**src/design/frame_reader_pkg.sv**
```systemverilog
package frame_reader_pkg;

	// data path widths
	localparam int pixel_width = 8;
	localparam int addr_width = 32;
	localparam int axi_data_width = 32;
	localparam int img_wbits = 12;
	localparam int img_hbits = 12;

	// memory and line geometry
	localparam int burst_len = 4;
	localparam int stride = 1024;
	localparam int word_pixels = 4;
	localparam int burst_pixels = 16;
	localparam int wr_index_bits = 10;
	localparam int frac_bits = 8;

	// derived sizes
	localparam int word_bytes = axi_data_width / 8;
	localparam int word_sel_bits = $clog2(word_pixels);
	localparam int burst_sel_bits = $clog2(burst_pixels);
	localparam int buf_count = 2;
	localparam int buf_words = 1 << wr_index_bits;
	// scaler step is integer.fraction of a source index
	localparam int step_bits = img_wbits + frac_bits;
	localparam int div_cnt_bits = $clog2(step_bits);

	// crop window inside the frame and the scaled output size
	typedef struct packed {
		logic [img_wbits-1:0] img_width;
		logic [img_hbits-1:0] img_height;
		logic [img_wbits-1:0] win_left;
		logic [img_hbits-1:0] win_top;
		logic [img_wbits-1:0] win_width;
		logic [img_hbits-1:0] win_height;
		logic [img_wbits-1:0] dst_width;
		logic [img_hbits-1:0] dst_height;
	} win_geom_t;

	// one source line to fetch, starting at a burst aligned byte address
	typedef struct packed {
		logic [addr_width-1:0] addr;
		logic [img_wbits-1:0] words;
	} line_req_t;

	typedef struct packed {
		logic en;
		logic [wr_index_bits-1:0] addr;
		logic [axi_data_width-1:0] data;
	} buf_write_t;

	// stream beat, user marks start of frame and last marks end of line
	typedef struct packed {
		logic [pixel_width-1:0] data;
		logic [img_wbits-1:0] source_x;
		logic [img_hbits-1:0] source_y;
		logic user;
		logic last;
	} pix_out_t;

endpackage
```
**src/design/line_sequencer.sv**
```systemverilog
`timescale 1ns/1ps

module line_sequencer (
	input  logic clk,
	input  logic resetn,
	input  logic fsync,
	input  logic eol_write,
	input  logic line_valid,
	input  logic line_ready_in,
	input  logic pix_valid,
	input  logic pix_last,
	input  logic [frame_reader_pkg::img_wbits-1:0] source_x,
	input  logic [frame_reader_pkg::img_hbits-1:0] source_y,
	input  logic [frame_reader_pkg::img_wbits-1:0] win_left,
	input  logic [frame_reader_pkg::pixel_width-1:0] rd_data,
	input  logic tready,
	output logic sof_start,
	output logic line_ready,
	output logic wr_sel,
	output logic rd_sel,
	output logic start_line,
	output logic pix_ready,
	output logic tvalid,
	output frame_reader_pkg::pix_out_t tdata,
	output logic frame_done
);
	import frame_reader_pkg::*;

	logic [buf_count-1:0] buf_full;
	logic [buf_count-1:0] wr_hot;
	logic [buf_count-1:0] rd_hot;
	logic [img_hbits-1:0] buf_row [buf_count];
	logic reading;
	logic eol_read;
	logic pix_fire;
	logic [img_wbits-1:0] out_x;
	logic [img_hbits-1:0] out_y;
	logic out_user;
	logic out_last;

	// window offsets are latched on fsync, the scaler starts one cycle later
	always_ff @(posedge clk) begin
		if (!resetn)
			sof_start <= 1'b0;
		else
			sof_start <= fsync;
	end

	always_ff @(posedge clk) begin
		if (!resetn) begin
			wr_hot <= '0;
			rd_hot <= '0;
		end else if (fsync) begin
			wr_hot <= buf_count'(1);
			rd_hot <= buf_count'(1);
		end else begin
			if (eol_write)
				wr_hot <= {wr_hot[buf_count-2:0], wr_hot[buf_count-1]};
			if (eol_read)
				rd_hot <= {rd_hot[buf_count-2:0], rd_hot[buf_count-1]};
		end
	end

	always_ff @(posedge clk) begin
		if (!resetn) begin
			buf_full <= '0;
		end else if (fsync) begin
			buf_full <= '0;
		end else begin
			for (int i = 0; i < buf_count; i++) begin
				if (eol_write && wr_hot[i])
					buf_full[i] <= 1'b1;
				else if (eol_read && rd_hot[i])
					buf_full[i] <= 1'b0;
			end
		end
	end

	assign wr_sel = wr_hot[1];
	assign rd_sel = rd_hot[1];
	assign line_ready = line_ready_in && ((wr_hot & buf_full) == '0);

	// remember which source row went into each buffer
	always_ff @(posedge clk) begin
		for (int i = 0; i < buf_count; i++) begin
			if (line_valid && line_ready && wr_hot[i])
				buf_row[i] <= source_y;
		end
	end

	// no line pending when the final fetch completes
	assign frame_done = eol_write && !line_valid;

	always_ff @(posedge clk) begin
		if (!resetn)
			eol_read <= 1'b0;
		else
			eol_read <= tvalid && tready && out_last;
	end

	always_ff @(posedge clk) begin
		if (!resetn) begin
			start_line <= 1'b0;
			reading <= 1'b0;
		end else if (fsync) begin
			start_line <= 1'b0;
			reading <= 1'b0;
		end else begin
			start_line <= !start_line && !reading && ((buf_full & rd_hot) != '0);
			if (start_line)
				reading <= 1'b1;
			else if (eol_read)
				reading <= 1'b0;
		end
	end

	// output register stage, stalls the width scaler on back-pressure
	assign pix_ready = reading && (!tvalid || tready);
	assign pix_fire = pix_valid && pix_ready;

	always_ff @(posedge clk) begin
		if (!resetn)
			tvalid <= 1'b0;
		else if (pix_fire)
			tvalid <= 1'b1;
		else if (tready)
			tvalid <= 1'b0;
	end

	always_ff @(posedge clk) begin
		if (!resetn)
			out_user <= 1'b0;
		else if (fsync)
			out_user <= 1'b1;
		else if (tvalid && tready)
			out_user <= 1'b0;
	end

	always_ff @(posedge clk) begin
		if (pix_fire) begin
			out_x <= source_x + win_left;
			out_y <= buf_row[rd_sel];
			out_last <= pix_last;
		end
	end

	// pixel data comes straight from the buffer read register
	assign tdata = '{data: rd_data, source_x: out_x, source_y: out_y,
		user: out_user, last: out_last};

	buf_hot_onehot: assert property (@(posedge clk) disable iff (!resetn)
		(fsync || ($onehot(wr_hot) && $onehot(rd_hot)))
		|=> ($onehot(wr_hot) && $onehot(rd_hot)));

endmodule

```
**config.mk**
```make
export PLATFORM = sky130hd
export DESIGN_NAME = line_sequencer
export DESIGN_NICKNAME = d
export VERILOG_FILES = /design/src/design/frame_reader_pkg.sv /design/src/design/line_sequencer.sv
export SDC_FILE = /design/constraint.sdc
export NUM_CORES = 1
export LEC_CHECK = 0
export ABC_AREA = 0
export BUFFER_PORTS_ARGS = -buffer_cell sky130_fd_sc_hd__buf_2
export CORE_MARGIN = 10
export CORE_UTILIZATION = 25
export CTS_CLUSTER_SIZE = 25
export DETAILED_ROUTE_END_ITERATION = 12
export PLACE_DENSITY = 0.46
export SLEW_MARGIN = 20
export SYNTH_ARGS = -nofsm -noshare
export SYNTH_HDL_FRONTEND = slang
export SYNTH_SLANG_ARGS = --single-unit
```
**constraint.sdc**
```tcl
create_clock -name clk -period 2.99 [get_ports clk]
set_input_delay 0.4485 -clock clk [delete_from_list [all_inputs] [get_ports clk]]
set_output_delay 0.4485 -clock clk [all_outputs]
set_load 0.1 [all_outputs]
```
==> metrics.csv <==
stage;metric;value;unit
status;status;completed;
sta;Period minus WS final;2.24;ns
routing;DR WL/cell;14.4;microns
sta;Peak Freq;0.447;GHz
yosys;Avg Inst Size Synth;14.3;sq um
routing;vias per inst;4.10;
clock_tree;Post-CTS Setup Inserts;0;
sta;setup_tns;0;ns
routing;DRC viols;0;
yosys;Most used DFF post-synth;edfxtp_1;
power_and_ir_drop;Power Density;573;nW/um^2
sta;RSZ-0062 raised after global routing;no;
critical_path;worst-path maximum fanout;3;
yosys;area of the mapped netlist;2640;sq um
yosys;area share of the largest cell type after synthesis;0.558;
sta;Slew headroom;0.583;
placement;Routability Congestion;0.771;
floorplanning;total core area;10300;sq um
yosys;syn nets;250;
sta;clock skew;0.0133;ns
floorplanning;Die Footprint;15100;sq um
power_and_ir_drop;power share of the combinational group;0.101;
cells_and_area;Syn-to-layout area delta;27.0;%
min_path;Hold Path Class;primary input to flip-flop;
critical_path;CP Class;primary input to flip-flop;
routing;DR vias;1660;
critical_path;WP data arrival;2.32;ns
floorplanning;Die H;123;microns
yosys;dominant cell type by area after synthesis;edfxtp_1;
floorplanning;io pins;95;
power_and_ir_drop;Psw;437;uW
cells_and_area;share of cells above drive strength 1;0.416;
yosys;EDFF count, synth;49;
sta;# setup viols final;0;
global_route;GRT Resource Usage Total;0.0809;
yosys;Synth cell types;34;
power_and_ir_drop;P_int;1.48;mW
critical_path;critical path endpoint category;flip-flop;
yosys;yosys warns;0;
global_route;initial antenna violation count;0;
floorplanning;Die Wd;123;microns
yosys;most common cell in the netlist;edfxtp_1;
critical_path;crit start category;primary input;
clock_tree;clock sink total;61;
cells_and_area;Final nets;329;
clock_tree;H-tree levels;3;
sta;Final Cycle Share;0.748;
yosys;flops & latches, synth;61;
clock_tree;CTS buffer count;9;
power_and_ir_drop;worst vdd ir;0.188;mV
placement;port buffer count;78;
sta;final-report hold violation count;0;
placement;Post-DP HPWL;4580;microns
yosys;largest cells by area after synthesis;edfxtp_1, dfxtp_1, ha_1;
clock_tree;clock root cell;clkbuf_8;
floorplanning;FP Rows;37;
power_and_ir_drop;Design Power;1.92;mW
global_route;largest net degree at the start of global routing;16;
yosys;Post-synth top cells;edfxtp_1, a21oi_1, nand2_1;
yosys;post-synthesis sequential area ratio;0.649;
power_and_ir_drop;Clk pwr share;0.412;
global_route;GRT overflow;0;
power_and_ir_drop;P_leak;1.31;nW
yosys;Synth async-reset ratio;0;
floorplanning;Starting Density;0.255;
routing;drt first pass iters;4;
global_route;first-pass GRT wire length;9450;microns
sta;Slew @ Worst Pin;0.625;ns
power_and_ir_drop;sequential share of power;0.487;
global_route;vias in the first global route;1858;
critical_path;critical path required time;3.07;ns
sta;Slew Limit Fails;0;
routing;final WL;5850;microns
cells_and_area;fillcell total;1054;
clock_tree;CTS tree;done;
power_and_ir_drop;Net Sw Frac;0.228;
clock_tree;Clock Tree Buf Depth;2;
clock_tree;Resized Gates After CTS;0;
routing;Final ANT Viol Nets;0;
routing;1st-iter DRT viols;34;
clock_tree;CTS hold repair buffers;0;
yosys;Cells after Synth;185;
flow_run;Max-Cap Viols;0;
clock_tree;clk slew on worst S/H paths;0.07;ns
clock_tree;worst skew pair latency;0.33;ns
cells_and_area;antenna cell count;0;
layer usage:
metal	part of all wire	wire (microns)	track usage	up-vias
met5	0	0	0	-
met4	0.014	80	0.0317	0
met3	0.080	469	0.0367	8
met2	0.48	2820	0.133	63
met1	0.42	2480	0.0900	754
li1	-	-	-	835
area by class of cell:
class / count / area [sq um] / share of cell area
clock inverters: 6 / 88.8 / 0.0265
well taps: 136 / 170 / 0.0508
flip-flops and latches: 61 / 1710 / 0.511
clock buffers: 10 / 128 / 0.0381
repair buffers: 80 / 405 / 0.121
multi-input cells: 108 / 832 / 0.248
inverters: 4 / 15.0 / 0.00448
critical path: stages:
cell,delay (ns)
buf_2,0.10
ha_1,0.22
fa_1,0.44
a211oi_1,0.34
nor2_1,0.11
o21a_1,0.20
o41a_1,0.33
xor2_1,0.14
metrics by stage:
step	instances	utilization	worst slack (ns)	cell area [sq um]	hold slack, ns
floorplan	185	-	0.286	2640	0.416
global placement	389	0.304	0.454	3130	0.450
detailed placement	389	0.304	0.407	3130	0.451
CTS	405	0.325	0.778	3350	0.272
global route	405	0.325	0.742	3350	0.269
finish	405	0.325	0.754	3350	0.297
placed cells by master, fill, tap and decap left out, drive strengths merged, types with 3 or more instances in the layout:
cell and count:
inv 4, a21oi 14, and3 4, xor2 4, mux2 12, nand2b 3, and2 5, a21o 3
ha 11, o21a 4, o21ai 4, clkbuf 10, edfxtp 49, nor2 8, xnor2 6, nand2 13
buf 80, dfxtp 12
sequential cells by signal, summed over array words and instances, names as in the netlist:
| name | count |
|---|---|
| buf_row | 24 |
| out_x | 12 |
| out_y | 12 |
| buf_full | 2 |
| rd_hot | 2 |
| wr_hot | 2 |
| eol_read | 1 |
| out_last | 1 |
| out_user | 1 |
| reading | 1 |
| sof_start | 1 |
| start_line | 1 |
| tvalid | 1 |
power by group through the flow:
stage / Clock (mW) / Combinational (mW) / Sequential, mW
global placement: 0 / 0.194 / 0.954
global route: 0.866 / 0.217 / 0.936
finish: 0.790 / 0.194 / 0.935
floorplan: 0 / 0.175 / 0.962
detailed placement: 0 / 0.196 / 0.954
CTS: 0.830 / 0.197 / 0.935
worst paths after layout:
check,startpoint,slack (ns),cells past startpoint,to
max,source_x[0],0.75,8,out_x[8]
max reg2reg,tvalid,1.31,5,out_x[0]
min reg2reg,start_line,0.46,1,start_line
min,pix_last,0.30,1,out_last
logic make-up after synthesis:
kind of cell | after synthesis | share of synthesized area
adder cells (fa/ha/maj) | 12 | 0.0598
AND/OR/NAND/NOR | 40 | 0.0764
XOR/XNOR | 10 | 0.0332
AO/OA/AOI/OAI | 34 | 0.0935
buffers and inverters | 16 | 0.0370
multiplexers | 12 | 0.0512
flip-flops | 61 | 0.649
Note: power is estimated with default switching activity, not from simulation.
