File: config.mk
export PLATFORM = sky130hd
export DESIGN_NAME = line_reader
export DESIGN_NICKNAME = d
export VERILOG_FILES = /design/src/design/frame_reader_pkg.sv /design/src/design/line_reader.sv
export SDC_FILE = /design/constraint.sdc
export NUM_CORES = 1
export LEC_CHECK = 0
export ABC_AREA = 1
export BUFFER_PORTS_ARGS = -buffer_cell sky130_fd_sc_hd__buf_2
export CAP_MARGIN = 40
export CORE_MARGIN = 2
export CORE_UTILIZATION = 44
export DETAILED_ROUTE_END_ITERATION = 16
export PLACE_DENSITY_LB_ADDON = 0.1
export SETUP_SLACK_MARGIN = 0.2
export SKIP_CTS_REPAIR_TIMING = 1
export SYNTH_ARGS = -nofsm -noshare
export SYNTH_HDL_FRONTEND = slang
export SYNTH_SLANG_ARGS = --single-unit
File: constraint.sdc
create_clock -name clk -period 2 [get_ports clk]
set_clock_uncertainty 0.15 [all_clocks]
set_input_delay 0.1 -clock clk [delete_from_list [all_inputs] [get_ports clk]]
set_output_delay 0.1 -clock clk [all_outputs]
set_load 0.005 [all_outputs]
File: src/design/frame_reader_pkg.sv
package frame_reader_pkg;

	// data path widths
	localparam int pixel_width = 8;
	localparam int addr_width = 32;
	localparam int axi_data_width = 32;
	localparam int img_wbits = 12;
	localparam int img_hbits = 12;

	// memory and line geometry
	localparam int burst_len = 4;
	localparam int stride = 1024;
	localparam int word_pixels = 4;
	localparam int burst_pixels = 16;
	localparam int wr_index_bits = 10;
	localparam int frac_bits = 8;

	// derived sizes
	localparam int word_bytes = axi_data_width / 8;
	localparam int word_sel_bits = $clog2(word_pixels);
	localparam int burst_sel_bits = $clog2(burst_pixels);
	localparam int buf_count = 2;
	localparam int buf_words = 1 << wr_index_bits;
	// scaler step is integer.fraction of a source index
	localparam int step_bits = img_wbits + frac_bits;
	localparam int div_cnt_bits = $clog2(step_bits);

	// crop window inside the frame and the scaled output size
	typedef struct packed {
		logic [img_wbits-1:0] img_width;
		logic [img_hbits-1:0] img_height;
		logic [img_wbits-1:0] win_left;
		logic [img_hbits-1:0] win_top;
		logic [img_wbits-1:0] win_width;
		logic [img_hbits-1:0] win_height;
		logic [img_wbits-1:0] dst_width;
		logic [img_hbits-1:0] dst_height;
	} win_geom_t;

	// one source line to fetch, starting at a burst aligned byte address
	typedef struct packed {
		logic [addr_width-1:0] addr;
		logic [img_wbits-1:0] words;
	} line_req_t;

	typedef struct packed {
		logic en;
		logic [wr_index_bits-1:0] addr;
		logic [axi_data_width-1:0] data;
	} buf_write_t;

	// stream beat, user marks start of frame and last marks end of line
	typedef struct packed {
		logic [pixel_width-1:0] data;
		logic [img_wbits-1:0] source_x;
		logic [img_hbits-1:0] source_y;
		logic user;
		logic last;
	} pix_out_t;

endpackage
File: src/design/line_reader.sv
`timescale 1ns/1ps

module line_reader (
	input  logic clk,
	input  logic resetn,
	input  frame_reader_pkg::line_req_t req,
	input  logic req_valid,
	output logic req_ready,
	output logic [frame_reader_pkg::addr_width-1:0] araddr,
	output logic [7:0] arlen,
	output logic arvalid,
	input  logic arready,
	input  logic [frame_reader_pkg::axi_data_width-1:0] rdata,
	input  logic rlast,
	input  logic rvalid,
	output logic rready,
	output frame_reader_pkg::buf_write_t wr,
	output logic eol_write
);
	import frame_reader_pkg::*;

	logic busy;
	logic beat;
	logic [img_wbits-1:0] words_left;
	logic [7:0] beat_cnt;
	logic [7:0] burst_last;
	logic [wr_index_bits-1:0] wr_addr;

	assign beat = rvalid && rready;
	// busy drops one cycle after eol_write, once the buffer flags have moved
	assign req_ready = !busy;

	// words_left only moves on the AR handshake, so arlen holds while arvalid
	assign arlen = (words_left >= img_wbits'(burst_len)) ? 8'(burst_len - 1)
		: 8'(words_left - 1'b1);

	always_ff @(posedge clk) begin
		if (!resetn) begin
			busy <= 1'b0;
			arvalid <= 1'b0;
			rready <= 1'b0;
			eol_write <= 1'b0;
		end else begin
			eol_write <= 1'b0;
			if (eol_write)
				busy <= 1'b0;
			if (req_valid && req_ready) begin
				busy <= 1'b1;
				arvalid <= 1'b1;
			end
			if (arvalid && arready) begin
				arvalid <= 1'b0;
				rready <= 1'b1;
			end
			if (beat && rlast) begin
				rready <= 1'b0;
				// either the line is complete or the next burst goes out
				if (words_left == '0)
					eol_write <= 1'b1;
				else
					arvalid <= 1'b1;
			end
		end
	end

	always_ff @(posedge clk) begin
		if (req_valid && req_ready) begin
			araddr <= req.addr;
			words_left <= req.words;
			wr_addr <= '0;
		end
		if (arvalid && arready) begin
			araddr <= araddr + addr_width'(burst_len * word_bytes);
			words_left <= words_left - (img_wbits'(arlen) + 1'b1);
			burst_last <= arlen;
			beat_cnt <= '0;
		end
		if (beat) begin
			wr_addr <= wr_addr + 1'b1;
			beat_cnt <= beat_cnt + 1'b1;
		end
	end

	// each beat lands at the next word of the line buffer
	assign wr = '{en: beat, addr: wr_addr, data: rdata};

	// memory must end every burst on the beat count it was asked for
	rlast_on_count: assert property (@(posedge clk) disable iff (!resetn)
		beat |-> (rlast == (beat_cnt == burst_last)));

endmodule

==> run metrics, run 1 <==
PnR worst setup slack=-0.160 ns; largest net degree at the start of global routing=35; Seq/Total Area, Yosys=0.430; CP Launch Type=register; DRT iter0 DRCs=87; Final Max Tran Viols=0; Syn Inst Count=471; RSZ-0062 raised after global routing=yes; failing checks=negative setup slack; CTS max path bufs=2; total global routing track utilization=0.193; Final ANT Viol Nets=0; TritonCTS clock tree=built; Syn Area/Cell=8.41 µm²; initial antenna violation count=0; R2R Setup Slk=-0.16 ns; CP most frequent cell=nand2_2; worst path buffer plus inverter count=2; CTS H-Tree Depth=3; Routed WL=10500 µm; Final setup viols=16; Synth warnings=0; Yosys cell types=39; met2 WL=5290 µm; drt drc=0; boundary pin count=169; main area contributors after synthesis=edfxtp_1 41%, nand2_1 12%, buf_4 6.3%, inv_1 4.4%, xor2_1 4.2%; data required time of the critical path=1.94 ns; P&R area growth vs syn=49.1%; worst ir drop on vdd=0.000318 V; Post-Synthesis Net Count=558; WP data arrival=2.10 ns; Placer Congestion=0.857; cts bufs inserted=9; Crit Path Max Fanout=6; Pleak=0.00285 µW; ant diodes=0; Clk Latency, worst-skew pair=0.34 ns; Top delay family on crit path=simple AND/OR/NAND/NOR gates; Top Layer Used=met4; Yosys top cell by area=edfxtp_1; crit path kind=register to register; #FFs+latches synth=58; met3 routed WL=518 µm; Final Hold Violating Endpoints=0; Cell Chain, Critical Path=nor2_4, nand2_4, nor2_8, buf_4, nand3_4, nand2_2, nand2_4, buf_4, nand2_2, nand2_2, xnor2_1, nand2_1, nand2_1; status=finished, violations left; Final Cycle Share=1.08; first drt pass iteration count=5; adder-cell share of the synthesized area=0.0158; largest family of logic cells by synthesized area=simple AND/OR/NAND/NOR gates; crit end category=register; crit path max-delay cell type=edfxtp_1; Die Ht=98.9 µm; max cap viols=0; Detail Placement HPWL=7240 µm; clock slew at reported path FFs=0.07 ns; Max Clock Freq=463 MHz; WL/cell=13.3 µm; via count=3797; Mapped Area=3960 µm²; multiplexer area fraction after synthesis=0; vias in the first global route=3407; area of the die=9780 µm²; Post-Route Utilization=0.677; Final nets=765; first-pass GRT wire length=15500 µm; min Tclk post-route=2.16 ns; Place WS=-0.117 ns; compound-cell area share of the yosys netlist=0.0572; layout cell share with drive strength beyond 1=0.432; Worst-Margin Slew=0.435 ns; Relative slew margins=0.709; Initial Utilization=0.454; Met1 Wirelength=4550 µm; clock tree sinks=58; die width=98.9 µm; core area=8720 µm²; CTS root buf=clkbuf_8; Worst Hold Class=primary input to register; worst stage delay on the critical path=0.43 ns; Vias/cell=4.80; GRT overflow=0; Post-Synth Simple-Gate Area=0.311; Synth Area in XOR/XNOR=0.0619; I/O Buffers=104; FP Rows=34; pwr dens=605 nW/µm²; post-synth top area share=0.409
[sequential cells by signal, indices dropped and copies added (netlist names)]
name / cells
words_left: 12
arvalid: 1
rready: 1
busy: 1
eol_write: 1
wr_addr: 10
araddr: 32
[area by class of cell]
type                            instances  area (µm²)
Tap cell                              108         135
Multi-Input combinational cell        318        2000
Timing Repair Buffer                  237        1670
Inverter                               54         205
Clock inverter                          5        53.8
Fill cell                             715        2820
Sequential cell                        58        1700
Clock buffer                           11         141
[report_power, final]
part | internal, µW | leakage (µW) | switching, µW
clock network | 604 | 0.0000930 | 499
logic | 444 | 0.00219 | 470
registers | 1470 | 0.000561 | 83.9
total | 2520 | 0.00285 | 1050
[routing by layer]
metal	up-vias	global-route usage
met1	1756	0.249
met3	25	0.0397
li1	1908	-
met4	0	0.0643
met2	108	0.324
met5	-	0
[cell usage in the layout, fill, tap and decap left out, types with 6 or more instances in the layout]
master / count
nor3_1: 7
a21oi_1: 10
clkbuf_8: 10
nor2_4: 10
nand2_4: 6
nand3_1: 16
buf_6: 10
o21ai_1: 9
nand2_2: 22
inv_2: 10
nor2_1: 31
xor2_1: 15
o21ai_0: 14
inv_1: 42
buf_4: 78
buf_2: 104
dlygate4sd3_1: 45
edfxtp_1: 54
nor2_2: 7
xnor2_1: 7
nand2_1: 116
nand3_4: 7
[cell usage after synthesis (all sizes together)]
| library cell | n |
|---|---|
| a21oi | 10 |
| a22o | 1 |
| a31oi | 3 |
| and3 | 2 |
| buf | 34 |
| clkbuf | 7 |
| clkinv | 1 |
| dfxtp | 4 |
| edfxtp | 54 |
| ha | 5 |
| inv | 53 |
| nand2 | 144 |
| nand3 | 27 |
| nand4 | 7 |
| nor2 | 49 |
| nor3 | 9 |
| nor3b | 1 |
| nor4 | 4 |
| o21a | 1 |
| o21ai | 24 |
| o21bai | 1 |
| o31ai | 1 |
| or2 | 1 |
| xnor2 | 9 |
| xor2 | 19 |
[per-stage QoR]
| stage | instance area, µm² | hold slack (ns) | std cells | TNS (ns) | power (µW) |
|---|---|---|---|---|---|
| after global placement | 4820 | 0.0500 | 699 | -0.284 | 2320 |
| after detailed placement | 4820 | 0.0500 | 699 | -0.618 | 2330 |
| after global routing | 5900 | 0.0306 | 791 | -3.72 | 3740 |
| final | 5900 | 0.00607 | 791 | -1.18 | 3570 |
| after floorplan | 4020 | 0.0857 | 471 | -0.156 | 2020 |
| after CTS | 5010 | -0.163 | 715 | -0.905 | 3440 |
[cells by family (layout without fill, tap and decap cells)]
logic type      count (synthesis)  after routing
flops                          58             58
compound gates                 41             41
simple gates                  244            244
xor+xnor                       28             28
fa+ha+maj                       5              5
buf+inv                        95            307
[worst register-to-register path, cell delays in order, from the launching register on]
cell and delay, ns:
edfxtp_1 0.43, nor2_4 0.16, nand2_4 0.08, nor2_8 0.14
buf_4 0.16, nand3_4 0.13, nand2_2 0.12, nand2_4 0.08
buf_4 0.14, nand2_2 0.06, nand2_2 0.04, xnor2_1 0.12
nand2_1 0.06, nand2_1 0.04
[path summary, 6_finish.rpt]
check	cells past startpoint	to	start
hold / removal	3	busy	req_valid
setup reg to reg	13	words_left[7]	words_left[8]
hold reg to reg	2	rready	rready
setup / recovery	13	words_left[7]	words_left[8]
Power figures use the tool's default switching activity.
==> inputs of run 2 (changes only) <==
--- a/config.mk
+++ b/config.mk
@@ -9,7 +9,8 @@
 export BUFFER_PORTS_ARGS = -buffer_cell sky130_fd_sc_hd__buf_2
 export CAP_MARGIN = 40
 export CORE_MARGIN = 2
-export CORE_UTILIZATION = 44
+export CORE_UTILIZATION = 49
+export CTS_CLUSTER_SIZE = 25
 export DETAILED_ROUTE_END_ITERATION = 16
 export PLACE_DENSITY_LB_ADDON = 0.1
 export SETUP_SLACK_MARGIN = 0.2
==> constraint.sdc (replaced) <==
create_clock -name clk -period 2.2 [get_ports clk]
set_clock_uncertainty 0.15 [all_clocks]
set_input_delay 0.11 -clock clk [delete_from_list [all_inputs] [get_ports clk]]
set_output_delay 0.11 -clock clk [all_outputs]
set_load 0.005 [all_outputs]
==> run metrics, run 2 (synthesis gave the netlist of run 1 again) <==
Cell Chain, Critical Path=inv_2, nand2_4, nor2_4, nand2_2, inv_2, o21ai_2, ha_2, inv_2, nand2_4, nand2_2, nand2_2, nand3_2, nand3_1, nand3_1, nand2_1; area of the multi-input gates=1900 µm²; Logic pwr share=0.223; data required time of the critical path=2.15 ns; CTS H-Tree Depth=3; Biggest register=araddr; crit end category=register; Die Ht=93.9 µm; WP data arrival=2.09 ns; Flop pwr share=0.457; non-filler cells, final=741; die width=93.9 µm; P&R area growth vs syn=37.4%; DRT iter0 DRCs=156; initial antenna violation count=0; RSZ-0062 raised after global routing=yes; Relative slew margins=0.705; Top delay family on crit path=simple AND/OR/NAND/NOR gates; Placed Cells incl. Taps=655; status=finished clean; Initial Utilization=0.510; min Tclk post-route=2.14 ns; area of the die=8820 µm²; Clk pwr share=0.320; FP Rows=32; commonest non-fill, non-tap cell in the layout=nand2_1; CP Launch Type=register; setup TNS=0 ns; worst stage delay on the critical path=0.44 ns; Pleak=0.00261 µW; Net Sw Frac=0.303; Detail Placement HPWL=6710 µm; ant diodes=0; total global routing track utilization=0.205; core area=7770 µm²; total power=3130 µW; TritonCTS clock tree=built; Final nets=721; Final Hold Violating Endpoints=0; WL/cell=13.6 µm; I/O Buffers=104; GRT overflow=0; largest net degree at the start of global routing=44; Crit Path Max Fanout=6; Worst-Margin Slew=0.442 ns; Final setup viols=0; Post-DP Area=4490 µm²; Final Cycle Share=0.974; Max Clock Freq=467 MHz; Routed WL=10100 µm; Vias/cell=4.82; biggest regs=araddr (32), words_left (12), wr_addr (10); first drt pass iteration count=4; CTS max path bufs=2; Switch Pwr=949 µW; Seq. cell area=1700 µm²; clock slew at reported path FFs=0.08 ns; vias in the first global route=3147; Placer Congestion=0.851; Largest register FFs=32; hold_ws=0.00864 ns; crit path max-delay cell type=edfxtp_1; Worst Hold Class=primary input to register; cts bufs inserted=9; most frequent cells in the layout=116 x nand2_1, 104 x buf_2, 54 x edfxtp_1, 45 x dlygate4sd3_1, 43 x inv_1; drt drc=0; crit path kind=register to register; Clk Latency, worst-skew pair=0.34 ns; worst path buffer plus inverter count=3; fillers=640; first-pass GRT wire length=14200 µm; clock tree sinks=58; post-route cell area=5440 µm²; Final Max Tran Viols=0; via count=3573; max cap viols=0; worst ir drop on vdd=0.000528 V; boundary pin count=169; pwr dens=576 nW/µm²; layout cell share with drive strength beyond 1=0.371; Final ANT Viol Nets=0; CTS root buf=clkbuf_8; Int Pwr=2180 µW
## run 2: worst paths after layout
path | from | end | slack [ns] | cells past startpoint
setup reg to reg | words_left[5] | words_left[8] | 0.06 | 15
setup / recovery | words_left[5] | words_left[8] | 0.06 | 15
hold reg to reg | eol_write | busy | 0.37 | 2
hold / removal | req_valid | busy | 0.009 | 3
## run 2: layer usage
layer  share of wire  vias up  GRT usage
met4          0.0057        0     0.0749
met2            0.52      108      0.349
li1                -     1819          -
met5               0        -          0
met3           0.055       11     0.0457
met1            0.42     1635      0.254
## run 2: worst register-to-register path: stages (launching register included)
cell	delay [ns]
edfxtp_1	0.44
inv_2	0.11
nand2_4	0.06
nor2_4	0.22
nand2_2	0.09
inv_2	0.07
o21ai_2	0.05
ha_2	0.17
inv_2	0.06
nand2_4	0.06
nand2_2	0.06
nand2_2	0.06
nand3_2	0.07
nand3_1	0.08
nand3_1	0.10
nand2_1	0.07
## run 2: power groups by stage
stage | combinational [µW] | sequential, µW | clock (µW)
finish | 697 | 1430 | 1000
global route | 779 | 1450 | 1070
CTS | 575 | 1430 | 1020
detailed placement | 571 | 1450 | 0
global placement | 564 | 1450 | 0
floorplan | 379 | 1460 | 0
## run 2: metrics by stage
stage | worst slack (ns) | util
detailed placement | -0.00527 | 0.578
floorplan | 0.0987 | -
global placement | 0.0552 | 0.578
global route | -0.102 | 0.700
finish | 0.0571 | 0.700
CTS | -0.0189 | 0.603
## run 2: final cells by class
class                           count  share of cell area
Sequential cell                    58               0.313
Clock buffer                        9              0.0228
Clock inverter                      7              0.0129
Inverter                           54              0.0377
Multi-Input combinational cell    318               0.348
Timing Repair Buffer              193               0.242
Tap cell                          102              0.0235
==> inputs of run 3 (changes only) <==
--- a/config.mk
+++ b/config.mk
@@ -13,6 +13,7 @@
 export CTS_CLUSTER_SIZE = 25
 export DETAILED_ROUTE_END_ITERATION = 16
 export PLACE_DENSITY_LB_ADDON = 0.1
+export REMOVE_ABC_BUFFERS = 1
 export SETUP_SLACK_MARGIN = 0.2
 export SKIP_CTS_REPAIR_TIMING = 1
 export SYNTH_ARGS = -nofsm -noshare
==> run metrics, run 3 (synthesis gave the netlist of run 1 again) <==
Hold Path Stages=3; GRT overflow=0; Worst Hold Class=primary input to register; ant diodes=0; Detail Placement HPWL=7670 µm; R2R cell count=15; P&R area growth vs syn=38.6%; core area=7770 µm²; Relative slew margins=0.709; DRT iter0 DRCs=119; data required time of the critical path=2.14 ns; crit path max-delay cell type=edfxtp_1; hold endpoint=words_left[6]; first drt pass iteration count=4; layout cell share with drive strength beyond 1=0.372; Place WS=0.0155 ns; Final nets=722; first-pass GRT wire length=15800 µm; vias in the first global route=3125; Pleak=0.00262 µW; crit path kind=register to register; status=finished, violations left; max cap viols=0; Crit Path Max Fanout=4; die width=93.9 µm; CTS max path bufs=2; Final Max Tran Viols=0; cts bufs inserted=9; Final Hold Violating Endpoints=1; Largest register FFs=32; min Tclk post-route=2.16 ns; area of the die=8820 µm²; biggest regs=araddr (32), words_left (12), wr_addr (10); Max Clock Freq=462 MHz; PnR worst setup slack=0.0365 ns; total global routing track utilization=0.236; Post-DP Area=4480 µm²; CTS H-Tree Depth=3; R2R Setup Slk=0.04 ns; Placer Congestion=0.843; Final Cycle Share=0.983; clock tree sinks=58; CP Launch Type=register; Final ANT Viol Nets=0; initial antenna violation count=0; Worst-Margin Slew=0.436 ns; crit end category=register; Die Ht=93.9 µm; worst stage delay on the critical path=0.44 ns; R2R Path Start=words_left[9]; Clk Latency, worst-skew pair=0.33 ns; launch point of the worst hold path=req[6]; RSZ-0062 raised after global routing=yes; WL/cell=15.2 µm; Top delay family on crit path=simple AND/OR/NAND/NOR gates; CTS root buf=clkbuf_8; pwr dens=582 nW/µm²; total power=3200 µW; area of the multi-input gates=1900 µm²; worst ir drop on vdd=0.000347 V; most frequent cells in the layout=119 x nand2_1, 104 x buf_2, 54 x edfxtp_1, 45 x dlygate4sd3_1, 43 x inv_1; Initial Utilization=0.510; FP Rows=32; Seq. cell area=1700 µm²; post-route cell area=5490 µm²; Reg-to-Reg End=words_left[9]; TritonCTS clock tree=built; via count=3676; failing checks=negative hold slack; commonest non-fill, non-tap cell in the layout=nand2_1; fillers=622; Vias/cell=4.95; boundary pin count=169; I/O Buffers=104; Cell Chain, Critical Path=nor2_4, nand2_4, nor2_8, buf_6, nand4_1, nand2_1, nand2_2, nand2_4, nand2_2, nand2_2, nand2_2, nand2_1, nand2_1, nand3_1, nand2_1; hold_ws=-0.0126 ns; Final setup viols=0; drt drc=0; WP data arrival=2.10 ns; clock slew at reported path FFs=0.07 ns; largest net degree at the start of global routing=36; worst path buffer plus inverter count=1; Routed WL=11300 µm; Biggest register=araddr
==> run 3: cell types whose count changed in the layout (fill, tap and decap cells not counted), sizes merged <==
cell / previous run / this run
clkinv: 6 / 4
buf: 148 / 149
clkbuf: 9 / 10
bufinv: 1 / 2
==> run 3: worst max-delay path by stage <==
stage                     cells after the start      startpoint  slack, ns             to
after floorplan                               3         arvalid      -0.75      araddr[0]
after global placement                       15  words_left[10]       0.08  words_left[8]
after detailed placement                     15  words_left[10]       0.02  words_left[8]
after CTS                                    15  words_left[10]     -0.003  words_left[8]
after global routing                         15   words_left[9]       -0.1  words_left[9]
final                                        15   words_left[9]       0.04  words_left[9]
==> run 3: worst min-delay path: stages <==
cell and delay [ns]:
buf_2 0.08, nor2_1 0.04, a31oi_1 0.12
==> run 3: cell type report <==
type,instances,share of cell area
multi-input combinational,318,0.346
tap,102,0.0233
inverter,54,0.0369
timing repair buffer,194,0.245
sequential,58,0.310
clock inverter,6,0.0148
clock buffer,10,0.0233
==> run 3: stage by stage <==
| stage | instances | TNS [ns] | hold slack [ns] | util |
|---|---|---|---|---|
| 6_report | 742 | 0 | -0.0126 | 0.707 |
| 5_1_grt | 742 | -0.618 | 0.0130 | 0.707 |
| 4_1_cts | 673 | -0.00304 | -0.133 | 0.604 |
| 3_5_place_dp | 657 | 0 | 0.0700 | 0.577 |
| 3_3_place_gp | 657 | 0 | 0.0700 | 0.577 |
| 2_1_floorplan | 430 | -45.65 | 0.0700 | - |
==> run 3: layer usage <==
metal | up-vias | wire length [µm] | track usage
met2 | 140 | 5220 | 0.338
met1 | 1689 | 4860 | 0.312
met4 | 2 | 125 | 0.0616
met5 | - | 37 | 0.0385
met3 | 16 | 1050 | 0.121
li1 | 1829 | - | -
==> run 3: report_power, final <==
part | leakage, µW | internal [µW] | total (µW) | switching, µW
Sequential | 0.000561 | 1340 | 1440 | 96.7
Combinational | 0.00195 | 318 | 686 | 368
Clock | 0.000104 | 630 | 1070 | 444
