===== src/design/frame_reader_pkg.sv =====
package frame_reader_pkg;

	// data path widths
	localparam int pixel_width = 8;
	localparam int addr_width = 32;
	localparam int axi_data_width = 32;
	localparam int img_wbits = 12;
	localparam int img_hbits = 12;

	// memory and line geometry
	localparam int burst_len = 4;
	localparam int stride = 1024;
	localparam int word_pixels = 4;
	localparam int burst_pixels = 16;
	localparam int wr_index_bits = 10;
	localparam int frac_bits = 8;

	// derived sizes
	localparam int word_bytes = axi_data_width / 8;
	localparam int word_sel_bits = $clog2(word_pixels);
	localparam int burst_sel_bits = $clog2(burst_pixels);
	localparam int buf_count = 2;
	localparam int buf_words = 1 << wr_index_bits;
	// scaler step is integer.fraction of a source index
	localparam int step_bits = img_wbits + frac_bits;
	localparam int div_cnt_bits = $clog2(step_bits);

	// crop window inside the frame and the scaled output size
	typedef struct packed {
		logic [img_wbits-1:0] img_width;
		logic [img_hbits-1:0] img_height;
		logic [img_wbits-1:0] win_left;
		logic [img_hbits-1:0] win_top;
		logic [img_wbits-1:0] win_width;
		logic [img_hbits-1:0] win_height;
		logic [img_wbits-1:0] dst_width;
		logic [img_hbits-1:0] dst_height;
	} win_geom_t;

	// one source line to fetch, starting at a burst aligned byte address
	typedef struct packed {
		logic [addr_width-1:0] addr;
		logic [img_wbits-1:0] words;
	} line_req_t;

	typedef struct packed {
		logic en;
		logic [wr_index_bits-1:0] addr;
		logic [axi_data_width-1:0] data;
	} buf_write_t;

	// stream beat, user marks start of frame and last marks end of line
	typedef struct packed {
		logic [pixel_width-1:0] data;
		logic [img_wbits-1:0] source_x;
		logic [img_hbits-1:0] source_y;
		logic user;
		logic last;
	} pix_out_t;

endpackage

===== src/design/scale_1d.sv =====
`timescale 1ns/1ps

module scale_1d (
	input  logic clk,
	input  logic resetn,
	input  logic start,
	input  logic [frame_reader_pkg::img_wbits-1:0] src_len,
	input  logic [frame_reader_pkg::img_wbits-1:0] dst_len,
	input  logic [frame_reader_pkg::addr_width-1:0] base_addr,
	input  logic [frame_reader_pkg::addr_width-1:0] inc_addr,
	input  logic o_ready,
	output logic o_valid,
	output logic o_last,
	output logic [frame_reader_pkg::img_wbits-1:0] s_index,
	output logic [frame_reader_pkg::addr_width-1:0] s_addr
);
	import frame_reader_pkg::*;

	logic busy;
	logic [div_cnt_bits-1:0] div_cnt;
	// holds the dividend while busy, the quotient (step) afterwards
	logic [step_bits-1:0] div_num;
	logic [img_wbits:0] div_rem;
	logic [img_wbits:0] rem_shift;
	logic [step_bits-1:0] pos;
	logic [img_wbits-1:0] pos_rem;
	logic [img_wbits:0] rem_sum;
	logic [img_wbits:0] rem_wrap;
	logic [img_wbits-1:0] out_cnt;

	assign rem_shift = {div_rem[img_wbits-1:0], div_num[step_bits-1]};

	always_ff @(posedge clk) begin
		if (!resetn) begin
			busy <= 1'b0;
			div_cnt <= '0;
		end else if (start) begin
			busy <= 1'b1;
			div_cnt <= '0;
		end else if (busy) begin
			div_cnt <= div_cnt + 1'b1;
			if (div_cnt == div_cnt_bits'(step_bits - 1))
				busy <= 1'b0;
		end
	end

	// restoring division, one quotient bit per cycle
	always_ff @(posedge clk) begin
		if (start) begin
			div_num <= {src_len, {frac_bits{1'b0}}};
			div_rem <= '0;
		end else if (busy) begin
			if (rem_shift >= {1'b0, dst_len}) begin
				div_rem <= rem_shift - {1'b0, dst_len};
				div_num <= {div_num[step_bits-2:0], 1'b1};
			end else begin
				div_rem <= rem_shift;
				div_num <= {div_num[step_bits-2:0], 1'b0};
			end
		end
	end

	always_ff @(posedge clk) begin
		if (!resetn)
			o_valid <= 1'b0;
		else if (start)
			o_valid <= 1'b0;
		else if (busy && div_cnt == div_cnt_bits'(step_bits - 1))
			o_valid <= 1'b1;
		else if (o_valid && o_ready && o_last)
			o_valid <= 1'b0;
	end

	// the remainder carry keeps the index exactly floor(k*src/dst)
	assign rem_sum = {1'b0, pos_rem} + div_rem;
	assign rem_wrap = rem_sum - {1'b0, dst_len};

	always_ff @(posedge clk) begin
		if (busy) begin
			pos <= '0;
			pos_rem <= '0;
			out_cnt <= '0;
		end else if (o_valid && o_ready) begin
			out_cnt <= out_cnt + 1'b1;
			if (rem_sum >= {1'b0, dst_len}) begin
				pos_rem <= rem_wrap[img_wbits-1:0];
				pos <= pos + div_num + 1'b1;
			end else begin
				pos_rem <= rem_sum[img_wbits-1:0];
				pos <= pos + div_num;
			end
		end
	end

	assign o_last = (out_cnt == dst_len - 1'b1);
	assign s_index = pos[step_bits-1:frac_bits];
	assign s_addr = base_addr + {{(addr_width-img_wbits){1'b0}}, s_index} * inc_addr;

	// first output only appears as the division finishes
	valid_after_div: assert property (@(posedge clk) disable iff (!resetn)
		$rose(o_valid) |-> !busy && $past(busy));

endmodule


===== config.mk =====
export PLATFORM = sky130hd
export DESIGN_NAME = scale_1d
export DESIGN_NICKNAME = d
export VERILOG_FILES = /design/src/design/frame_reader_pkg.sv /design/src/design/scale_1d.sv
export SDC_FILE = /design/constraint.sdc
export NUM_CORES = 1
export LEC_CHECK = 0
export BUFFER_PORTS_ARGS = -buffer_cell sky130_fd_sc_hd__buf_4
export CAP_MARGIN = 15
export CORE_MARGIN = 8
export CORE_UTILIZATION = 30
export DETAILED_ROUTE_END_ITERATION = 10
export RECOVER_POWER = 100
export SLEW_MARGIN = 20
export SYNTH_ARGS = -nofsm -noshare
export SYNTH_HDL_FRONTEND = slang
export SYNTH_SLANG_ARGS = --single-unit

===== constraint.sdc =====
create_clock -name clk -period 7.2 [get_ports clk]
set_input_delay 0.36 -clock clk [delete_from_list [all_inputs] [get_ports clk]]
set_output_delay 0.36 -clock clk [all_outputs]
set_load 0.02 [all_outputs]

==> results of run 1 <==
[flip-flops by register name (all words and copies together), names as in the netlist]
register	count
div_cnt	5
div_rem	13
out_cnt	12
pos	20
pos_rem	12
o_valid	1
div_num	20
busy	1
[layout by cell type (no fill, tap or decap), drive strengths merged, types with 7 or more instances in the layout]
cell type,instances
edfxtp,12
or3,12
and2,135
nor2b,13
dfxtp,72
a21o,26
o31ai,7
nor2,97
and3,10
nor3,25
o21ai,54
nand3,24
nand2,256
mux2i,15
xnor2,85
a211oi,44
ha,113
inv,366
o21bai,11
nand4,20
o21a,8
nand2b,10
fa,272
or2,7
buf,123
clkbuf,48
xor2,44
a21oi,92
a22o,11
[worst register-to-register path: stages, from the launching register on]
cell	delay, ns
dfxtp_1	0.36
ha_1	0.25
fa_1	0.43
a211oi_1	0.49
o21ai_0	0.26
a31o_2	0.30
nand2_1	0.07
nand2_1	0.06
a21oi_1	0.20
xnor2_1	0.13
ha_1	0.35
and4_1	0.27
a21oi_1	0.09
nand3_1	0.15
a211o_1	0.12
clkbuf_1	0.82
nand2_1	0.48
o311ai_0	0.45
a21boi_2	0.23
mux2_1	0.34
[worst max path at each step]
stage	start	endpoint	slack, ns	cells past startpoint
final	pos[8]	s_addr[30]	0.35	23
after global routing	pos[8]	s_addr[28]	0.02	23
after CTS	pos[8]	s_addr[30]	0.15	23
after detailed placement	pos[8]	s_addr[30]	0.56	23
after global placement	pos[8]	s_addr[30]	0.63	23
after floorplan	pos[11]	s_addr[30]	1.05	22
[power breakdown]
group	internal, W	leakage [nW]	total [W]	switching, W
Sequential	0.000492	0.711	0.000508	0.0000164
Combinational	0.000185	7.79	0.000462	0.000277
Clock	0.000249	0.142	0.000464	0.000215
Total	0.000926	8.65	0.00143	0.000508
[area by class of cell]
type	count	area share [%]
timing repair buffer	161	5.80
antenna	2	0.0269
clock buffer	10	1.28
sequential	84	9.69
multi-input combinational	1453	70.6
tap	748	5.02
clock inverter	6	0.289
inverter	363	7.31
[metal layers]
| layer | vias up | wire length, µm | global-route usage [%] |
|---|---|---|---|
| li1 | 6434 | - | - |
| met1 | 6691 | 19500 | 17.6 |
| met2 | 305 | 22100 | 25.3 |
| met3 | 67 | 2690 | 3.30 |
| met4 | 20 | 757 | 3.16 |
| met5 | - | 113 | 0 |
[cell families (layout without fill, tap and decap cells)]
logic type	Yosys count	after routing	share of synthesized area, %
and+or+nand+nor	622	622	17.9
xor gates and xnor gates	129	129	6.84
other	0	2	0
AOI/OAI and AO/OA	301	301	11.9
muxes	16	16	0.964
buffers and inverters	459	540	10.6
DFF	84	84	10.8
adders and majority gates	385	385	41.0
[through the flow]
| step | hold WS (ns) | power (W) | utilization, % |
|---|---|---|---|
| after global routing | 0.221 | 0.00152 | 33.8 |
| after detailed placement | 0.455 | 0.000989 | 33.5 |
| after CTS | 0.207 | 0.00146 | 34.1 |
| after floorplan | 0.436 | 0.000828 | - |
| after global placement | 0.446 | 0.000980 | 33.5 |
| final | 0.221 | 0.00143 | 33.8 |
[repair_timing]
action	in CTS	in global routing
hold buffers	0	0
gates resized for setup	0	4
setup endpoints to repair	0	3
==> flow_summary.yaml, run 1 <==
die:
  die_x_um: 252
  dieArea_mm2: 0.0636
  io_pins: 138
  num_rows: 86
  core_mm2: 0.0551
  die_h_um: 252
  start_util_pct: 30.4
yosys:
  yosysWarnings: 0
  syn-num-nets: 2473
  synth_seq_cells: 84
  synth_common_cells: "inv_1 (363), fa_1 (272), nand2_1 (256), and2_1 (135), ha_1 (113)"
  synth_cells: 1996
  async_reset_ff_share_pct: 0
  yosysSeqAreaShare_pct: 10.8
  synth.area.top_cells: "fa_1 (33%), dfxtp_1 (8.6%), ha_1 (8.4%)"
  yosysTopAreaCellShare_pct: 32.5
  synth_edf_count: 12
  yosysMostFrequentCell: "inv_1"
  synth_cell_type_count: 71
  avgSynthCellArea_um2: 8.38
  ys.flop_type: "dfxtp_1"
  netlist_area_mm2: 0.0167
  synth_top_cell_by_area: "fa_1"
cts:
  tritoncts: "built"
  clkLatencyLatePin_ns: 0.36
  cts_setup_buffers: 0
  cts_sinks: 84
  cts_made_buffers: 9
  htree_levels: 3
  clkTransAtPathRegs_ns: 0.07
  cts_max_path_buffers: 2
  clk_root_buffer_cell: "clkbuf_16"
finish:
  seq_area_mm2: 0.00181
  multi_input_area_mm2: 0.0132
  finalNonFillerCells: 2827
  final_area_mm2: 0.0186
  final_nets: 2549
  drive_above_1_share_pct: 8.38
  area_delta_synth_final_pct: 11.4
  fillers: 5828
setup_path:
  cp_cell_sequence: "buf_4 -> nand2_1 -> fa_1 -> inv_1 -> fa_1 -> fa_1 -> fa_1 -> inv_1 -> fa_1 -> inv_1 -> ha_1 -> a21o_1 -> a21o_1 -> a21oi_1 -> o31ai_1 -> a22oi_1 -> o31ai_2 -> o41ai_1 -> buf_4 -> o2111ai_1 -> a21oi_1 -> xnor2_1 -> buf_4"
  timing.rr.end: "pos[19]"
  crit_fanout: 25
  cp_num_buf_inv: 6
  cpMaxStageDelayCell: "fa_1"
  arrival_ns: 6.49
  required_ns: 6.84
  cp_top_family: "adder cells"
  cp_slowest_stage_delay_ns: 0.56
  timing.rr.start: "div_rem[0]"
  worst_r2r_path_depth: 19
  cpMostUsedCell: "fa_1"
  r2r_slack_ns: 1.21
  path_class: "flop to primary output"
  worstSetupEndpointType: "primary output"
  cp-start-kind: "flop"
global_route:
  grt_pass1_wl_mm: 74.2
  grt_max_degree: 56
  grt-ovfl-total: 0
  grt_use_total_pct: 14.3
  first_global_vias: 14400
  antenna_found_initial: 12
sta:
  slew_headroom_pct: -61.0
  hold_viol: 0
  setup_viol: 0
  post-route-worst-setup-slack_ns: 0.347
  worstMarginPinSlew_ns: 2.41
  tns_ns: 0
  rsz0062_at_grt: "no"
  fin_skew_ns: 0.00758
  fin_crit_ns: 6.85
  period_share_pct: 95.2
  max_freq_mhz: 146
  drv_slew: 86
route:
  viasPerCell: 4.78
  antenna_left: 0
  drt_iter0_markers: 711
  wl_per_cell_um: 16.0
  drc_errors: 0
  first_pass_iters: 5
  wl_mm: 45.1
  vias: 13500
place:
  gp_congestion: 0.897
  port_buffers: 137
  post-dp-hpwl_mm: 37.4
  pre_cts_slack_ns: 0.562
  place_area_mm2: 0.0185
  placedCellCount: 2809
min_path:
  worstHoldStart: "resetn"
  holdPathStages: 2
  holdPathEnd: "busy"
  hp-class: "primary input to flop"
power_and_ir_drop:
  ir_drop_mv: 0.103
  p_leak_nw: 8.65
  power-per-cell-area_mw_per_mm2: 77.0
outcome:
  status: "finished, violations left"
  violations: "max-capacitance violations, max-slew violations"
flow_run:
  maxCapViolCount: 2
Power figures use the tool's default switching activity.
==> run 2: changes to the inputs <==
--- a/config.mk
+++ b/config.mk
@@ -10,7 +10,7 @@
 export CORE_MARGIN = 8
 export CORE_UTILIZATION = 30
 export DETAILED_ROUTE_END_ITERATION = 10
-export RECOVER_POWER = 100
+export RECOVER_POWER = 50
 export SLEW_MARGIN = 20
 export SYNTH_ARGS = -nofsm -noshare
 export SYNTH_HDL_FRONTEND = slang
==> run 2 against run 1 <==
Compared with the run above:
- the flow still finishes with violations (max-capacitance violations, max-slew violations)
- first-iteration DRC count is 4.4% lower
- die area is the same
- cell count stayed put
- design area increased by 0.53%
- global-route usage did not move
- critical path depth unchanged
- flip-flop and latch count unchanged
- hold slack improved by 0.00052 ns
- highest routed layer unchanged
- worst setup slack got worse by 0.0066 ns
- largest power group unchanged
- clock skew increased by 0.00069 ns
- sequential power about the same
- core utilization increased by 0.18 points
==> flow_summary.yaml, run 2 (synthesis gave the netlist of run 1 again) <==
cts:
  tritoncts: "built"
  cts_made_buffers: 9
  cts_sinks: 84
  clkTransAtPathRegs_ns: 0.07
  clk_root_buffer_cell: "clkbuf_16"
  cts_max_path_buffers: 2
  clkLatencyLatePin_ns: 0.36
  ctsHoldBuffers: 0
  htree_levels: 3
finish:
  final_nets: 2549
  largestRegisters: "div_num (20), pos (20), div_rem (13)"
  final_cell_mix: "inv_1 (363), fa_1 (272), nand2_1 (256), buf_4 (146), and2_1 (134)"
  fillers: 5814
  finalNonFillerCells: 2827
  layout_commonest_cell: "inv_1"
  drive_above_1_share_pct: 9.53
  final_area_mm2: 0.0187
  area_delta_synth_final_pct: 12.0
setup_path:
  cpMaxStageDelayCell: "fa_1"
  path_class: "flop to primary output"
  timing.rr.end: "pos[19]"
  crit_fanout: 25
  cp_slowest_stage_delay_ns: 0.56
  cp-start-kind: "flop"
  cpMostUsedCell: "fa_1"
  worstSetupEndpointType: "primary output"
  r2r_slack_ns: 2.06
  required_ns: 6.84
  worst_r2r_path_depth: 19
  arrival_ns: 6.50
  crit_start: "pos[8]"
  timing.rr.start: "div_rem[0]"
  endpoint: "s_addr[30]"
  cp_cell_sequence: "buf_4 -> nand2_1 -> fa_1 -> inv_1 -> fa_1 -> fa_1 -> fa_1 -> inv_1 -> fa_1 -> inv_1 -> ha_1 -> a21o_1 -> a21o_1 -> a21oi_1 -> o31ai_1 -> a22oi_1 -> o31ai_2 -> o41ai_1 -> buf_4 -> o2111ai_1 -> a21oi_1 -> xnor2_1 -> buf_4"
outcome:
  status: "finished, violations left"
  violations: "max-capacitance violations, max-slew violations"
die:
  io_pins: 138
  die_x_um: 252
  start_util_pct: 30.4
  die_h_um: 252
  dieArea_mm2: 0.0636
  num_rows: 86
  core_mm2: 0.0551
sta:
  fin_crit_ns: 6.86
  rsz0062_at_grt: "no"
  tns_ns: 0
  worstMarginPinSlew_ns: 2.40
  hold_viol: 0
  slew_headroom_pct: -60.3
  fin_skew_ns: 0.00826
  period_share_pct: 95.3
  holdWs_ns: 0.222
  max_freq_mhz: 146
  drv_slew: 86
  setup_viol: 0
place:
  post-dp-hpwl_mm: 37.4
  place_area_mm2: 0.0185
  gp_congestion: 0.897
  placedCellCount: 2809
  port_buffers: 137
route:
  viasPerCell: 4.78
  wl_per_cell_um: 16.0
  first_pass_iters: 5
  antenna_left: 0
  drc_errors: 0
  wl_mm: 45.2
  vias: 13500
  drt_iter0_markers: 680
global_route:
  grt.busiest_layer: "met2"
  use_met2_pct: 25.3
  antenna_found_initial: 12
  grt_max_degree: 56
  grt_util_met1_pct: 17.6
  grt-ovfl-total: 0
  grtUsageMet3_pct: 3.30
  grt_use_total_pct: 14.3
  grt_pass1_wl_mm: 74.2
  first_global_vias: 14400
power_and_ir_drop:
  power-per-cell-area_mw_per_mm2: 77.0
  internal-power_w: 0.000934
  p_sw_w: 0.000509
  power_frac_seq_pct: 35.2
  power.share.clock_pct: 32.1
  ir_drop_mv: 0.103
  p_leak_nw: 8.73
  switching_share_pct: 35.3
  comb_power_share_pct: 32.6
min_path:
  hp-class: "primary input to flop"
flow_run:
  maxCapViolCount: 2
-- run 2: cell count changes in the layout (fill, tap and decap cells not counted) --
cell	before	now
and2_0	2	0
clkbuf_2	2	0
and2_1	132	134
clkbuf_1	36	14
nor4_1	5	4
nor4_2	0	1
a211oi_1	42	41
buf_4	122	146
o311ai_1	1	2
o311ai_0	3	2
a211oi_2	1	2
-- run 2: worst max-delay path, delay by kind of cell (launching register included) --
family	cells	cell delay, ns
compound gates	9	1.60
xor+xnor	1	0.13
fa+ha+maj	6	2.90
buf+inv	6	0.86
flops	1	0.48
simple gates	1	0.14
-- run 2: layer usage --
layer / wire (µm) / vias to the layer above
met5: 113 / -
met4: 745 / 20
met3: 2870 / 65
met2: 22100 / 295
met1: 19300 / 6685
li1: - / 6437
-- run 2: layout make-up --
cell class | instances | area (µm²) | area share (%)
repair buffers | 161 | 1170 | 6.24
well taps | 748 | 936 | 4.99
diodes | 2 | 5.00 | 0.0267
flip-flops and latches | 84 | 1810 | 9.64
inverters | 363 | 1360 | 7.27
clock buffers | 10 | 239 | 1.28
multi-input cells | 1453 | 13200 | 70.3
clock inverters | 6 | 53.8 | 0.287
-- run 2: stage by stage --
stage / power, W / utilization (%) / worst slack (ns)
after detailed placement: 0.000989 / 33.5 / 0.562
final: 0.00144 / 34.0 / 0.341
after floorplan: 0.000828 / - / 1.05
after CTS: 0.00146 / 34.1 / 0.154
after global routing: 0.00153 / 34.0 / 0.0331
after global placement: 0.000980 / 33.5 / 0.632
-- run 2: timing repair --
item	4_1_cts	5_1_grt
endpoints found under the setup margin	0	3
gates resized for setup	0	4
setup buffers	0	0
-- run 2: worst min path at each step --
stage               startpoint  cells after the start         end
global placement    pos_rem[0]                      2  pos_rem[0]
finish                  resetn                      2        busy
CTS                     resetn                      2        busy
floorplan               pos[0]                      2      pos[0]
global route            resetn                      2        busy
detailed placement      pos[0]                      2      pos[0]
-- run 2: power by group through the flow --
stage | logic, W | registers (W) | clock network (W)
after floorplan | 0.000316 | 0.000512 | 0
after global placement | 0.000461 | 0.000519 | 0
after detailed placement | 0.000470 | 0.000519 | 0
after CTS | 0.000473 | 0.000509 | 0.000479
after global routing | 0.000522 | 0.000510 | 0.000500
final | 0.000471 | 0.000508 | 0.000464
==> run 3: changes to the inputs <==
--- a/config.mk
+++ b/config.mk
@@ -10,6 +10,7 @@
 export CORE_MARGIN = 8
 export CORE_UTILIZATION = 30
 export DETAILED_ROUTE_END_ITERATION = 10
+export GPL_TIMING_DRIVEN = 0
 export RECOVER_POWER = 50
 export SLEW_MARGIN = 20
 export SYNTH_ARGS = -nofsm -noshare
==> run 3 against run 2 <==
Compared with the run above:
- worst setup slack got worse by 0.092 ns
- clock power decreased by 3%
- maximum frequency decreased by 1.3%
- die area unchanged
- via count increased by 3.1%
- non-clock buffer count increased by 71
- flip-flop and latch count unchanged
- design area increased by 2.0%
- first-iteration DRC count increased by 6.5%
- sequential power about the same
- cell count increased by 2.4%
- the run now ends clean
- critical path depth decreased by 1
==> flow_summary.yaml, run 3 (synthesis gave the netlist of run 1 again) <==
setup_path:
  worst_r2r_path_depth: 19
  worstSetupEndpointType: "primary output"
  crit_start: "pos[9]"
  arrival_ns: 6.59
  crit_fanout: 10
  cpMostUsedCell: "fa_1"
  cp-start-kind: "flop"
  required_ns: 6.84
  cp_top_family: "adder cells"
  cp_cell_sequence: "buf_2 -> and2_1 -> fa_1 -> inv_1 -> fa_1 -> inv_1 -> fa_1 -> fa_1 -> inv_1 -> fa_1 -> inv_1 -> ha_1 -> o21a_1 -> o21ai_0 -> a21oi_1 -> a31oi_2 -> a31o_4 -> o211a_1 -> o21bai_1 -> a21oi_1 -> xnor2_1 -> buf_4"
  cpMaxStageDelayCell: "fa_1"
  path_depth: 22
  timing.rr.start: "div_rem[0]"
  path_class: "flop to primary output"
  cp_num_buf_inv: 6
  cp_slowest_stage_delay_ns: 0.55
sta:
  fin_crit_ns: 6.95
  max_freq_mhz: 144
  slew_headroom_pct: 35.5
  tns_ns: 0
  hold_viol: 0
  drv_slew: 0
  worstMarginPinSlew_ns: 0.961
  rsz0062_at_grt: "yes"
  fin_skew_ns: 0.0160
  period_share_pct: 96.5
  setup_viol: 0
route:
  drt-met1-wl_mm: 21.1
  route.met2.wl_mm: 23.8
  wl_per_cell_um: 16.9
  viasPerCell: 4.81
  antenna_left: 0
  dr_wl_met3_mm: 2.93
  drc_errors: 0
  first_pass_iters: 7
  maxUsedRoutingLayer: "met5"
  drt_iter0_markers: 724
  vias: 13900
  wl_mm: 48.8
min_path:
  holdPathStages: 2
  worstHoldStart: "resetn"
  hp-class: "primary input to flop"
power_and_ir_drop:
  power.total_w: 0.00144
  ir_drop_mv: 0.0918
  switching_share_pct: 35.8
  p_leak_nw: 8.92
  power-per-cell-area_mw_per_mm2: 75.3
  p_sw_w: 0.000515
  power_frac_seq_pct: 35.5
  power.share.clock_pct: 31.3
  internal-power_w: 0.000923
  comb_power_share_pct: 33.2
flow_run:
  maxCapViolCount: 0
finish:
  largestRegisters: "div_num (20), pos (20), div_rem (13)"
  final_area_mm2: 0.0191
  drive_above_1_share_pct: 10.7
  diodes: 0
  layout_commonest_cell: "inv_1"
  area_delta_synth_final_pct: 14.2
  fillers: 5788
  final_nets: 2620
  seq_area_mm2: 0.00181
  final_cell_mix: "inv_1 (363), fa_1 (272), nand2_1 (255), buf_4 (142), and2_1 (134)"
  multi_input_area_mm2: 0.0132
  utilization_pct: 34.7
cts:
  clk_root_buffer_cell: "clkbuf_16"
  ctsHoldBuffers: 0
  cts_sinks: 84
  htree_levels: 3
  cts_max_path_buffers: 2
  cts_made_buffers: 9
  clkTransAtPathRegs_ns: 0.07
  clkLatencyLatePin_ns: 0.36
  tritoncts: "built"
global_route:
  antenna_found_initial: 5
  first_global_vias: 14600
  grt_use_total_pct: 15.3
  grt_max_degree: 17
  grt_pass1_wl_mm: 77.7
  grt-ovfl-total: 0
die:
  core_mm2: 0.0551
  die_h_um: 252
  io_pins: 138
  num_rows: 86
  start_util_pct: 30.4
  dieArea_mm2: 0.0636
  die_x_um: 252
place:
  port_buffers: 134
  gp_congestion: 0.898
  place_area_mm2: 0.0187
  post-dp-hpwl_mm: 41.6
outcome:
  status: "finished, final reports clean"
[run 3: power by group through the flow]
stage                     registers, W  logic [W]  clock network (W)
after floorplan               0.000512   0.000316                  0
after global placement        0.000521   0.000467                  0
after detailed placement      0.000521   0.000476                  0
after CTS                     0.000510   0.000479           0.000460
after global routing          0.000512   0.000528           0.000482
final                         0.000510   0.000477           0.000451
[run 3: worst paths after layout]
check	endpoint	slack [ns]
min	busy	0.23
max reg2reg	pos[19]	1.97
max	s_addr[31]	0.25
min reg2reg	pos_rem[0]	0.46
[run 3: cell type report]
cell class	instances	share of cell area (%)
repair buffers	136	5.30
plain buffers	96	2.56
flip-flops and latches	84	9.47
clock inverters	6	0.236
multi-input cells	1453	69.2
well taps	748	4.90
clock buffers	10	1.20
inverters	363	7.13
[run 3: per-layer routing]
metal  vias up  GRT usage (%)
li1       6577              -
met2       350           26.8
met5         -              0
met4         8           3.65
met3        62           2.88
met1      6924           19.2
[run 3: what timing repair did]
action	in CTS	in global routing
pin swaps	1	2
resized for setup	36	43
hold endpoints to repair	0	0
endpoints found under the setup margin	12	3
buffers inserted	1	1
[run 3: per-stage QoR]
step	cells	worst slack [ns]	hold slack [ns]
after floorplan	1996	1.05	0.436
after global placement	2878	-0.651	0.449
after detailed placement	2878	-0.785	0.457
after CTS	2895	0.0241	0.214
after global routing	2896	-0.0277	0.247
final	2896	0.249	0.227
